`src/include/commit_defines.svh`:
```
/*
 * widths and sizes shared by the retirement stage
 * ROB_DEPTH must be a power of two of 2 or more, ROB_IDX_LEN its log2
 */
`ifndef COMMIT_DEFINES_SVH
`define COMMIT_DEFINES_SVH

// datapath and instruction widths
`define XLEN            32
`define ILEN            32
`define REG_IDX_LEN     5

// reorder buffer size
`define ROB_DEPTH       8
`define ROB_IDX_LEN     3

// riscv major opcodes, instr[6:0]
`define OPCODE_LEN      7
`define OPC_OP          7'b0110011
`define OPC_OP_IMM      7'b0010011
`define OPC_LOAD        7'b0000011
`define OPC_LOAD_FP     7'b0000111
`define OPC_OP_FP       7'b1010011
`define OPC_STORE       7'b0100011
`define OPC_STORE_FP    7'b0100111

`endif

```
`src/verilog/commit_pkg.sv`:
```
/*
 * types of the retirement stage
 * exception codes follow the low mcause values, E_UNKNOWN is the reset code
 */
`default_nettype none

`include "commit_defines.svh"

package commit_pkg;

    // exception causes, 4 bits wide
    typedef enum logic [3:0] {
        E_INSTR_ADDR_MISALIGN = 4'd0,
        E_ILLEGAL_INSTR       = 4'd2,
        E_BREAKPOINT          = 4'd3,
        E_LD_ADDR_MISALIGN    = 4'd4,
        E_ST_ADDR_MISALIGN    = 4'd6,
        E_ECALL               = 4'd8,
        E_UNKNOWN             = 4'd15
    } except_code_t;

    // except view of the value word
    // code sits in the low bits, rest is padding
    typedef struct packed {
        logic [`XLEN-5:0] pad;
        except_code_t     code;
    } rob_except_view_t;

    // value field of a rob entry
    // except_raised selects the view
    typedef union packed {
        logic [`XLEN-1:0] data;
        rob_except_view_t except;
    } rob_value_u;

    typedef struct packed {
        logic [`ILEN-1:0]        instr;
        logic [`XLEN-1:0]        pc;
        logic [`REG_IDX_LEN-1:0] rd_idx;
        rob_value_u              value;
        logic                    except_raised;
    } rob_entry_t;

    // what retiring the head does
    typedef enum logic [1:0] {
        CLS_INT_WB = 2'd0,
        CLS_FP_WB  = 2'd1,
        CLS_STORE  = 2'd2,
        CLS_NONE   = 2'd3
    } instr_class_t;

endpackage

`default_nettype wire

```
`src/verilog/rob_head_if.sv`:
```
/*
 * rob head towards the commit logic, pop and flush back
 * pop only while head_valid, flush wins over a write in the same cycle
 */
`default_nettype none
`timescale 1ns/10ps

interface rob_head_if import commit_pkg::*; ();

    // head entry, valid while the buffer is not empty
    logic       head_valid;
    rob_entry_t head_entry;

    // retire the head
    logic       pop;
    // drop every entry, at the next edge
    logic       flush;

    // buffer side
    modport rob (
        output head_valid,
        output head_entry,
        input  pop,
        input  flush
    );

    // commit side
    modport commit (
        input  head_valid,
        input  head_entry,
        output pop,
        output flush
    );

endinterface

`default_nettype wire

```
`src/verilog/commit_wb_if.sv`:
```
/*
 * register writes from the commit logic to the register file
 * no ready, a high enable always writes at the next edge
 */
`default_nettype none
`timescale 1ns/10ps

`include "commit_defines.svh"

interface commit_wb_if ();

    // one enable per bank, at most one high
    logic                    int_we;
    logic                    fp_we;
    // shared destination and value
    logic [`REG_IDX_LEN-1:0] rd_idx;
    logic [`XLEN-1:0]        value;

    modport commit (
        output int_we,
        output fp_we,
        output rd_idx,
        output value
    );

    modport rf (
        input  int_we,
        input  fp_we,
        input  rd_idx,
        input  value
    );

endinterface

`default_nettype wire

```
`src/verilog/reorder_buffer.sv`:
```
/*
 * in-order circular buffer of finished instructions
 * depth must be a power of two, pointers wrap naturally
 * not ready while full or while the head is being flushed
 */
`default_nettype none
`timescale 1ns/10ps

`include "commit_defines.svh"

module reorder_buffer import commit_pkg::*; (
    input  logic                    clk_i,
    input  logic                    rst_n_i,
    input  logic                    ins_valid_i,
    output logic                    ins_ready_o,
    input  logic [`ILEN-1:0]        ins_instr_i,
    input  logic [`XLEN-1:0]        ins_pc_i,
    input  logic [`REG_IDX_LEN-1:0] ins_rd_idx_i,
    input  logic [`XLEN-1:0]        ins_value_i,
    input  logic                    ins_except_i,
    input  except_code_t            ins_except_code_i,
    rob_head_if.rob                 head
);

    // entry storage, payload only
    rob_entry_t rob_mem [`ROB_DEPTH];

    logic [`ROB_IDX_LEN-1:0] head_ptr;
    logic [`ROB_IDX_LEN-1:0] tail_ptr;
    // one extra bit to tell full from empty
    logic [`ROB_IDX_LEN:0]   count;
    logic                    full;
    logic                    push;
    rob_entry_t              new_entry;

    assign full        = (count == (`ROB_IDX_LEN+1)'(`ROB_DEPTH));
    assign ins_ready_o = !full && !head.flush;
    assign push        = ins_valid_i && ins_ready_o;

    // pack the incoming entry
    always_comb begin
        new_entry.instr         = ins_instr_i;
        new_entry.pc            = ins_pc_i;
        new_entry.rd_idx        = ins_rd_idx_i;
        new_entry.except_raised = ins_except_i;
        if (ins_except_i) begin
            // except view, result is meaningless here
            new_entry.value.except.pad  = '0;
            new_entry.value.except.code = ins_except_code_i;
        end else begin
            new_entry.value.data = ins_value_i;
        end
    end

    always_ff @(posedge clk_i) begin
        if (push) begin
            rob_mem[tail_ptr] <= new_entry;
        end
    end

    // pointers and occupancy
    always_ff @(posedge clk_i or negedge rst_n_i) begin
        if (!rst_n_i) begin
            head_ptr <= '0;
            tail_ptr <= '0;
            count    <= '0;
        end else if (head.flush) begin
            // drop the head and everything younger
            head_ptr <= '0;
            tail_ptr <= '0;
            count    <= '0;
        end else begin
            if (push) begin
                tail_ptr <= tail_ptr + 1'b1;
            end
            if (head.pop) begin
                head_ptr <= head_ptr + 1'b1;
            end
            // simultaneous push and pop keeps the count
            if (push && !head.pop) begin
                count <= count + 1'b1;
            end else if (!push && head.pop) begin
                count <= count - 1'b1;
            end
        end
    end

    // oldest entry to the commit logic
    assign head.head_valid = (count != '0);
    assign head.head_entry = rob_mem[head_ptr];

endmodule

`default_nettype wire

```
`src/verilog/commit_decoder.sv`:
```
/*
 * classifies the head opcode, purely combinational
 * head validity and exceptions are checked by the commit logic
 */
`default_nettype none
`timescale 1ns/10ps

`include "commit_defines.svh"

module commit_decoder import commit_pkg::*; (
    input  logic [`ILEN-1:0] instr_i,
    input  logic             store_ready_i,
    output instr_class_t     class_o,
    output logic             comm_possible_o
);

    logic [`OPCODE_LEN-1:0] opcode;

    // major opcode in the low bits
    assign opcode = instr_i[`OPCODE_LEN-1:0];

    always_comb begin
        case (opcode)
            // integer results, loads included
            `OPC_OP, `OPC_OP_IMM, `OPC_LOAD: begin
                class_o = CLS_INT_WB;
            end
            // fp results
            `OPC_LOAD_FP, `OPC_OP_FP: begin
                class_o = CLS_FP_WB;
            end
            `OPC_STORE, `OPC_STORE_FP: begin
                class_o = CLS_STORE;
            end
            // branches, jumps, system and the rest retire without a write
            default: begin
                class_o = CLS_NONE;
            end
        endcase
    end

    // stores wait for the store buffer, all else goes at once
    assign comm_possible_o = !((class_o == CLS_STORE) && !store_ready_i);

endmodule

`default_nettype wire

```
`src/verilog/commit_logic.sv`:
```
/*
 * retires or traps the rob head, at most one per cycle
 * a trap flushes all younger entries and writes nothing
 * report outputs are registered one-cycle pulses
 */
`default_nettype none
`timescale 1ns/10ps

`include "commit_defines.svh"

module commit_logic import commit_pkg::*; (
    input  logic             clk_i,
    input  logic             rst_n_i,
    input  logic             store_ready_i,
    rob_head_if.commit       head,
    commit_wb_if.commit      wb,
    output logic             commit_o,
    output logic [`XLEN-1:0] commit_pc_o,
    output logic             store_commit_o,
    output logic             except_o,
    output except_code_t     except_code_o,
    output logic [`XLEN-1:0] except_pc_o
);

    instr_class_t head_class;
    logic         comm_possible;
    logic         do_retire;
    logic         do_trap;

    commit_decoder u_comm_decoder (
        .instr_i         (head.head_entry.instr),
        .store_ready_i   (store_ready_i),
        .class_o         (head_class),
        .comm_possible_o (comm_possible)
    );

    // faulting head, no condition to wait for
    assign do_trap   = head.head_valid && head.head_entry.except_raised;
    // clean head, once the decoder allows
    assign do_retire = head.head_valid && !head.head_entry.except_raised && comm_possible;

    assign head.pop   = do_retire || do_trap;
    assign head.flush = do_trap;

    // writeback, same edge as the pop
    assign wb.int_we = do_retire && (head_class == CLS_INT_WB);
    assign wb.fp_we  = do_retire && (head_class == CLS_FP_WB);
    assign wb.rd_idx = head.head_entry.rd_idx;
    // data view, valid only without exception
    assign wb.value  = head.head_entry.value.data;

    // report registers
    always_ff @(posedge clk_i or negedge rst_n_i) begin
        if (!rst_n_i) begin
            commit_o       <= 1'b0;
            commit_pc_o    <= '0;
            store_commit_o <= 1'b0;
            except_o       <= 1'b0;
            except_code_o  <= E_UNKNOWN;
            except_pc_o    <= '0;
        end else begin
            // pulses last one cycle
            commit_o       <= do_retire;
            store_commit_o <= do_retire && (head_class == CLS_STORE);
            except_o       <= do_trap;
            // pc and code hold until the next event
            if (do_retire) begin
                commit_pc_o <= head.head_entry.pc;
            end
            if (do_trap) begin
                except_pc_o   <= head.head_entry.pc;
                except_code_o <= head.head_entry.value.except.code;
            end
        end
    end

endmodule

`default_nettype wire

```
`src/verilog/arch_regfile.sv`:
```
/*
 * integer and fp register banks, 32 each, one write per cycle
 * x0 ignores writes and reads as zero, fp register 0 is a normal one
 */
`default_nettype none
`timescale 1ns/10ps

`include "commit_defines.svh"

module arch_regfile (
    input  logic                    clk_i,
    input  logic                    rst_n_i,
    commit_wb_if.rf                 wb,
    input  logic [`REG_IDX_LEN-1:0] int_rd_addr_i,
    output logic [`XLEN-1:0]        int_rd_data_o,
    input  logic [`REG_IDX_LEN-1:0] fp_rd_addr_i,
    output logic [`XLEN-1:0]        fp_rd_data_o
);

    localparam int NUM_REGS = 1 << `REG_IDX_LEN;

    logic [`XLEN-1:0] int_regs [NUM_REGS];
    logic [`XLEN-1:0] fp_regs  [NUM_REGS];

    always_ff @(posedge clk_i or negedge rst_n_i) begin
        if (!rst_n_i) begin
            // both banks start at zero
            for (int i = 0; i < NUM_REGS; i++) begin
                int_regs[i] <= '0;
                fp_regs[i]  <= '0;
            end
        end else begin
            // x0 stays zero
            if (wb.int_we && (wb.rd_idx != '0)) begin
                int_regs[wb.rd_idx] <= wb.value;
            end
            if (wb.fp_we) begin
                fp_regs[wb.rd_idx] <= wb.value;
            end
        end
    end

    // combinational read ports
    assign int_rd_data_o = (int_rd_addr_i == '0) ? '0 : int_regs[int_rd_addr_i];
    assign fp_rd_data_o  = fp_regs[fp_rd_addr_i];

endmodule

`default_nettype wire

```
`src/verilog/commit_top.sv`:
```
/*
 * retirement stage: rob, commit logic and architectural register file
 * store_ready_i is a level, the store buffer itself lives outside
 */
`default_nettype none
`timescale 1ns/10ps

`include "commit_defines.svh"

module commit_top import commit_pkg::*; (
    input  logic                    clk_i,
    input  logic                    rst_n_i,
    // finished instructions, program order
    input  logic                    ins_valid_i,
    output logic                    ins_ready_o,
    input  logic [`ILEN-1:0]        ins_instr_i,
    input  logic [`XLEN-1:0]        ins_pc_i,
    input  logic [`REG_IDX_LEN-1:0] ins_rd_idx_i,
    input  logic [`XLEN-1:0]        ins_value_i,
    input  logic                    ins_except_i,
    input  except_code_t            ins_except_code_i,
    // store buffer can take a store
    input  logic                    store_ready_i,
    // commit report
    output logic                    commit_o,
    output logic [`XLEN-1:0]        commit_pc_o,
    output logic                    store_commit_o,
    output logic                    except_o,
    output except_code_t            except_code_o,
    output logic [`XLEN-1:0]        except_pc_o,
    // register read ports
    input  logic [`REG_IDX_LEN-1:0] int_rd_addr_i,
    output logic [`XLEN-1:0]        int_rd_data_o,
    input  logic [`REG_IDX_LEN-1:0] fp_rd_addr_i,
    output logic [`XLEN-1:0]        fp_rd_data_o
);

    rob_head_if  head_if ();
    commit_wb_if wb_if ();

    reorder_buffer u_rob (
        .clk_i             (clk_i),
        .rst_n_i           (rst_n_i),
        .ins_valid_i       (ins_valid_i),
        .ins_ready_o       (ins_ready_o),
        .ins_instr_i       (ins_instr_i),
        .ins_pc_i          (ins_pc_i),
        .ins_rd_idx_i      (ins_rd_idx_i),
        .ins_value_i       (ins_value_i),
        .ins_except_i      (ins_except_i),
        .ins_except_code_i (ins_except_code_i),
        .head              (head_if.rob)
    );

    commit_logic u_commit (
        .clk_i          (clk_i),
        .rst_n_i        (rst_n_i),
        .store_ready_i  (store_ready_i),
        .head           (head_if.commit),
        .wb             (wb_if.commit),
        .commit_o       (commit_o),
        .commit_pc_o    (commit_pc_o),
        .store_commit_o (store_commit_o),
        .except_o       (except_o),
        .except_code_o  (except_code_o),
        .except_pc_o    (except_pc_o)
    );

    arch_regfile u_rf (
        .clk_i         (clk_i),
        .rst_n_i       (rst_n_i),
        .wb            (wb_if.rf),
        .int_rd_addr_i (int_rd_addr_i),
        .int_rd_data_o (int_rd_data_o),
        .fp_rd_addr_i  (fp_rd_addr_i),
        .fp_rd_data_o  (fp_rd_data_o)
    );

endmodule

`default_nettype wire

```
`config.mk`:
```
export PLATFORM = sky130hd
export DESIGN_NAME = commit_top
export DESIGN_NICKNAME = d
export VERILOG_FILES = /design/src/verilog/commit_pkg.sv /design/src/verilog/rob_head_if.sv /design/src/verilog/commit_wb_if.sv /design/src/verilog/reorder_buffer.sv /design/src/verilog/commit_decoder.sv /design/src/verilog/commit_logic.sv /design/src/verilog/arch_regfile.sv /design/src/verilog/commit_top.sv
export VERILOG_INCLUDE_DIRS = /design/src /design/src/include
export SDC_FILE = /design/constraint.sdc
export NUM_CORES = 2
export LEC_CHECK = 0
export BUFFER_PORTS_ARGS = -buffer_cell sky130_fd_sc_hd__buf_2
export CAP_MARGIN = 20
export CORE_MARGIN = 4
export CORE_UTILIZATION = 58
export CTS_CLUSTER_DIAMETER = 30
export DETAILED_ROUTE_END_ITERATION = 7
export PLACE_DENSITY = 0.78
export SKIP_LAST_GASP = 1
export SYNTH_ARGS = -nofsm -noshare
export SYNTH_HDL_FRONTEND = slang
export SYNTH_SLANG_ARGS = --single-unit
```
`constraint.sdc`:
```
create_clock -name clk_i -period 18.65 [get_ports clk_i]
set_input_delay 5.595 -clock clk_i [delete_from_list [all_inputs] [get_ports clk_i]]
set_output_delay 5.595 -clock clk_i [all_outputs]
set_load 0.01 [all_outputs]
```
==> summary.txt <==
Hold path
  • HP Class: reg -> reg

Critical path
  • Max incr delay on CP: 640 ps
  • CP Cell Sequence: buf_4 > buf_4 > or3_2 > buf_4 > nor3_2 > buf_4 > nor3_1 > buf_2
  • Critical path data required time: 13050 ps
  • Cell family with most CP delay: buffers and inverters
  • Worst Path Max Fanout: 30
  • CP endpoint kind: primary output
  • Startpoint Class: input port
  • Buffers and inverters on the worst path: 5
  • Crit Path Class: in -> out
  • Crit path DAT: approximately 9300 ps
  • Slowest-stage cell, CP: or3_2
  • Most used cell, CP: buf_4

Synthesis
  • Mux cell area share after synthesis: between 30 and 40%
  • Largest family of logic cells by synthesized area: multiplexers
  • Dominant synthesized flop cell: dfrtp_1
  • Synth Register Bits: between 2000 and 3000
  • Post-Synthesis Cells: about 7000
  • Post-synth cell types: a little under 60
  • Ys Warns: 0
  • Synth Net Count: 7142
  • Synth area leader: dfrtp_1
  • Syn_area_per_cell: 17.0 sq um
  • Synth Area in Simple Gates: under 10%
  • Asr flop ratio synth: 77.6%
  • Register area share after synthesis: between 60% and 70%
  • Adder-cell share of the synthesized area: less than 1%
  • Compound-Gate Fraction of Synth Area: around 1.1%
  • Largest cells by area after synthesis: dfrtp_1 (45%), mux2_2 (19%), edfxtp_1 (16%), mux4_2 (13%), clkbuf_1 (1.2%)
  • EDFF count, synth: ~600
  • Area of the mapped netlist: around 120000 sq um
  • Synth top area share: around 45%
  • Xor and xnor area share after synthesis: 0.0294%

Route
  • Top sig layer: met5
  • Post-route ant nets: 0
  • Met2 WL: 147 mm
  • Vias: ~67000
  • Drt first pass iters: 7
  • Routed vias/inst: 6.47
  • DRC: 0
  • Met3 WL post-DR: approximately 22 mm
  • Metal-1 WL: ~120 mm
  • DR iter-0 viols: between 5000 and 6000
  • Routed WL per cell: between 20 and 30 um
  • Final wirelength: around 300 mm

Placed design
  • I/O Buffers: 230
  • Pre-CTS WS: approximately 3900 ps
  • Placed wire-length estimate: approximately 150 mm
  • Placer Congestion: around 0.76

STA
  • Tcrit/Tclk final: 79.8%
  • Slew @ Worst Pin: approximately 1200 ps
  • Final Hold Fails: 0
  • Post-layout minimum cycle time: 14890 ps
  • TNS Setup: 0 ps
  • RSZ-0062 raised after global routing: false
  • Slew headroom: between 20% and 30%
  • Max frequency: roughly 67 MHz
  • Worst Slack Setup Final: 3760 ps
  • Final Max Slew Viols: 0
  • Setup violators final: 0
  • Clk_skew: a little over 90 ps

Power and ir drop
  • Power Density: between 100 and 150 nW/um^2
  • Max VDD drop: 0.137 mV
  • Leakage: 64.6 nW

Global routing
  • GR Util All Layers: roughly 28%
  • Pin count of the biggest net entering global routing: 193
  • Global-route wire length before repair: approximately 460 mm
  • Total grt overflow: 0
  • Initial antenna violation count: 18
  • Vias in the first global route: 74597

Floorplan
  • CORE AREA: a little over 200000 sq um
  • Top Ports: roughly 260
  • Rows: between 150 and 200
  • Effective utilization at floorplan: roughly three fifths
  • Die height: around 460 um
  • Die span in x: around 460 um
  • Die ar.: 212000 sq um

Finish
  • Nets: between 7000 and 8000
  • Fraction of layout cells with a size suffix above 1: between 50% and 60%
  • P&R area growth vs syn: 18.1%

Clocking
  • Hold buffers post-CTS: 0
  • Number of buffers created by CTS: 530
  • Worst-Skew Late Latency: roughly 960 ps
  • CTS tree: done
  • Post-CTS setup buffer count: 0
  • Clk slew on worst S/H paths: about 40 ps
  • Root Buffer: clkbuf_16
  • H-tree Lvls: 6
  • Sink Count: between 2000 and 3000
  • # resized after CTS: 0
  • CTS Buffer Depth: 4

Run
  • Max cap viols: 0

Status
  • Status: finished, final reports clean
## final cells by class
type | instances | area, sq um
Fill cell | 12383 | 62600
Antenna cell | 8 | 20.0
Inverter | 16 | 61.3
Clock inverter | 235 | 2810
Tap cell | 2672 | 3340
Sequential cell | 2745 | 71800
Multi-Input combinational cell | 3578 | 44700
Clock buffer | 704 | 15000
Timing Repair Buffer | 393 | 2780
## cells in the mapped netlist (17+ instances only)
master	number
a21oi_1	25
buf_1	72
buf_2	203
nand2_1	221
edfxtp_1	616
a221oi_1	29
nor2b_1	31
a31oi_1	37
mux2_1	86
mux2_2	2051
o221ai_1	21
a211o_1	17
clkbuf_1	394
nor2_1	70
nand3_1	40
o22ai_1	27
mux2i_1	101
nor3_1	33
mux4_2	696
dfrtp_1	2125
## worst reg2reg max path: stages, from the launching register on
cell and delay, ps:
dfrtp_4 710, buf_4 910, buf_4 880, a21boi_0 390, o22ai_1 230, or4_1 660
a21oi_1 340, ha_1 300, inv_1 100, ha_1 290, a21o_1 180, a21oi_1 170
xnor2_1 140, or3_1 370, a21oi_1 190
## where the power goes
group / internal, mW / total (mW) / switching (mW)
clock: 6.33 / 9.40 / 3.07
sequential: 6.93 / 7.33 / 0.404
combinational: 1.44 / 4.08 / 2.64
total: 14.7 / 20.8 / 6.12
## cell usage in the layout, fill, tap and decap left out, drive strengths merged, types with 2 or more instances in the layout
cell | synthesis | final
a211oi | 8 | 8
mux4 | 696 | 696
nor3b | 2 | 2
nand2 | 221 | 221
dfrtp | 2125 | 2125
clkbuf | 394 | 705
ha | 5 | 5
and3 | 10 | 10
a31oi | 37 | 37
or4 | 4 | 4
clkinvlp | 0 | 31
a211o | 17 | 17
diode | 0 | 8
or3 | 8 | 8
nor4 | 4 | 4
edfxtp | 616 | 616
bufinv | 0 | 51
mux2 | 2137 | 2137
o21ai | 3 | 3
nor2b | 31 | 31
and2 | 3 | 3
a221oi | 29 | 29
inv | 16 | 37
o22ai | 27 | 27
clkinv | 0 | 132
nand3 | 43 | 43
a21oi | 26 | 26
mux2i | 101 | 101
nor3 | 44 | 44
buf | 283 | 392
nand2b | 6 | 6
dfstp | 4 | 4
nand3b | 4 | 4
xor2 | 3 | 3
nor2 | 71 | 71
o221ai | 21 | 21
## cells by family after synthesis
kind of cell,after synthesis
muxes,2934
AOI/OAI and AO/OA,180
adders and majority gates,6
buffers and inverters,693
and+or+nand+nor,454
DFF,2745
xor gates and xnor gates,4
## routing by layer
metal  vias to the layer above  global-route usage, %
met5                         -                      0
li1                      27194                      -
met3                       629                   6.69
met1                     36343                   38.2
met4                        16                   9.97
met2                      2741                   46.3
## per-stage QoR
stage / cells / hold WS [ps] / utilization, % / power, mW / area, sq um
2_1_floorplan: 7016 / 425 / - / 9.93 / 119000
5_1_grt: 10347 / 381 / 69.2 / 21.6 / 140000
6_report: 10351 / 371 / 69.2 / 20.8 / 141000
3_5_place_dp: 9392 / 363 / 60.3 / 11.3 / 122000
4_1_cts: 10331 / 375 / 69.0 / 20.8 / 140000
3_3_place_gp: 9391 / 360 / 60.3 / 11.1 / 122000
## sequential cells by signal (all words and copies together) (netlist names)
name	flops
u_commit.store_commit_o	1
u_rob.count	4
u_rob.head_ptr	3
u_rob.rob_mem	616
u_rf.fp_regs	1024
u_commit.except_pc_o	32
u_rob.tail_ptr	3
u_commit.commit_o	1
u_rf.int_regs	1024
u_commit.commit_pc_o	32
u_commit.except_o	1
u_commit.except_code_o	4
## path summary, 6_finish.rpt
path                       cells past startpoint  slack (ps)             endpoint                start
max                                            8        3760    int_rd_data_o[23]     int_rd_addr_i[3]
min                                            0         370  u_rf.int_regs[1012]  u_rf.int_regs[1012]
max reg2reg                                   14       12700       u_rob.count[3]    u_rob.head_ptr[1]
min reg2reg                                    0         370  u_rf.int_regs[1012]  u_rf.int_regs[1012]
max in group asynchronous                      4       10750   u_rf.int_regs[442]              rst_n_i
min in group asynchronous                      1        4620   u_rf.int_regs[581]              rst_n_i
No activity file was read; power rests on OpenSTA's default activity.
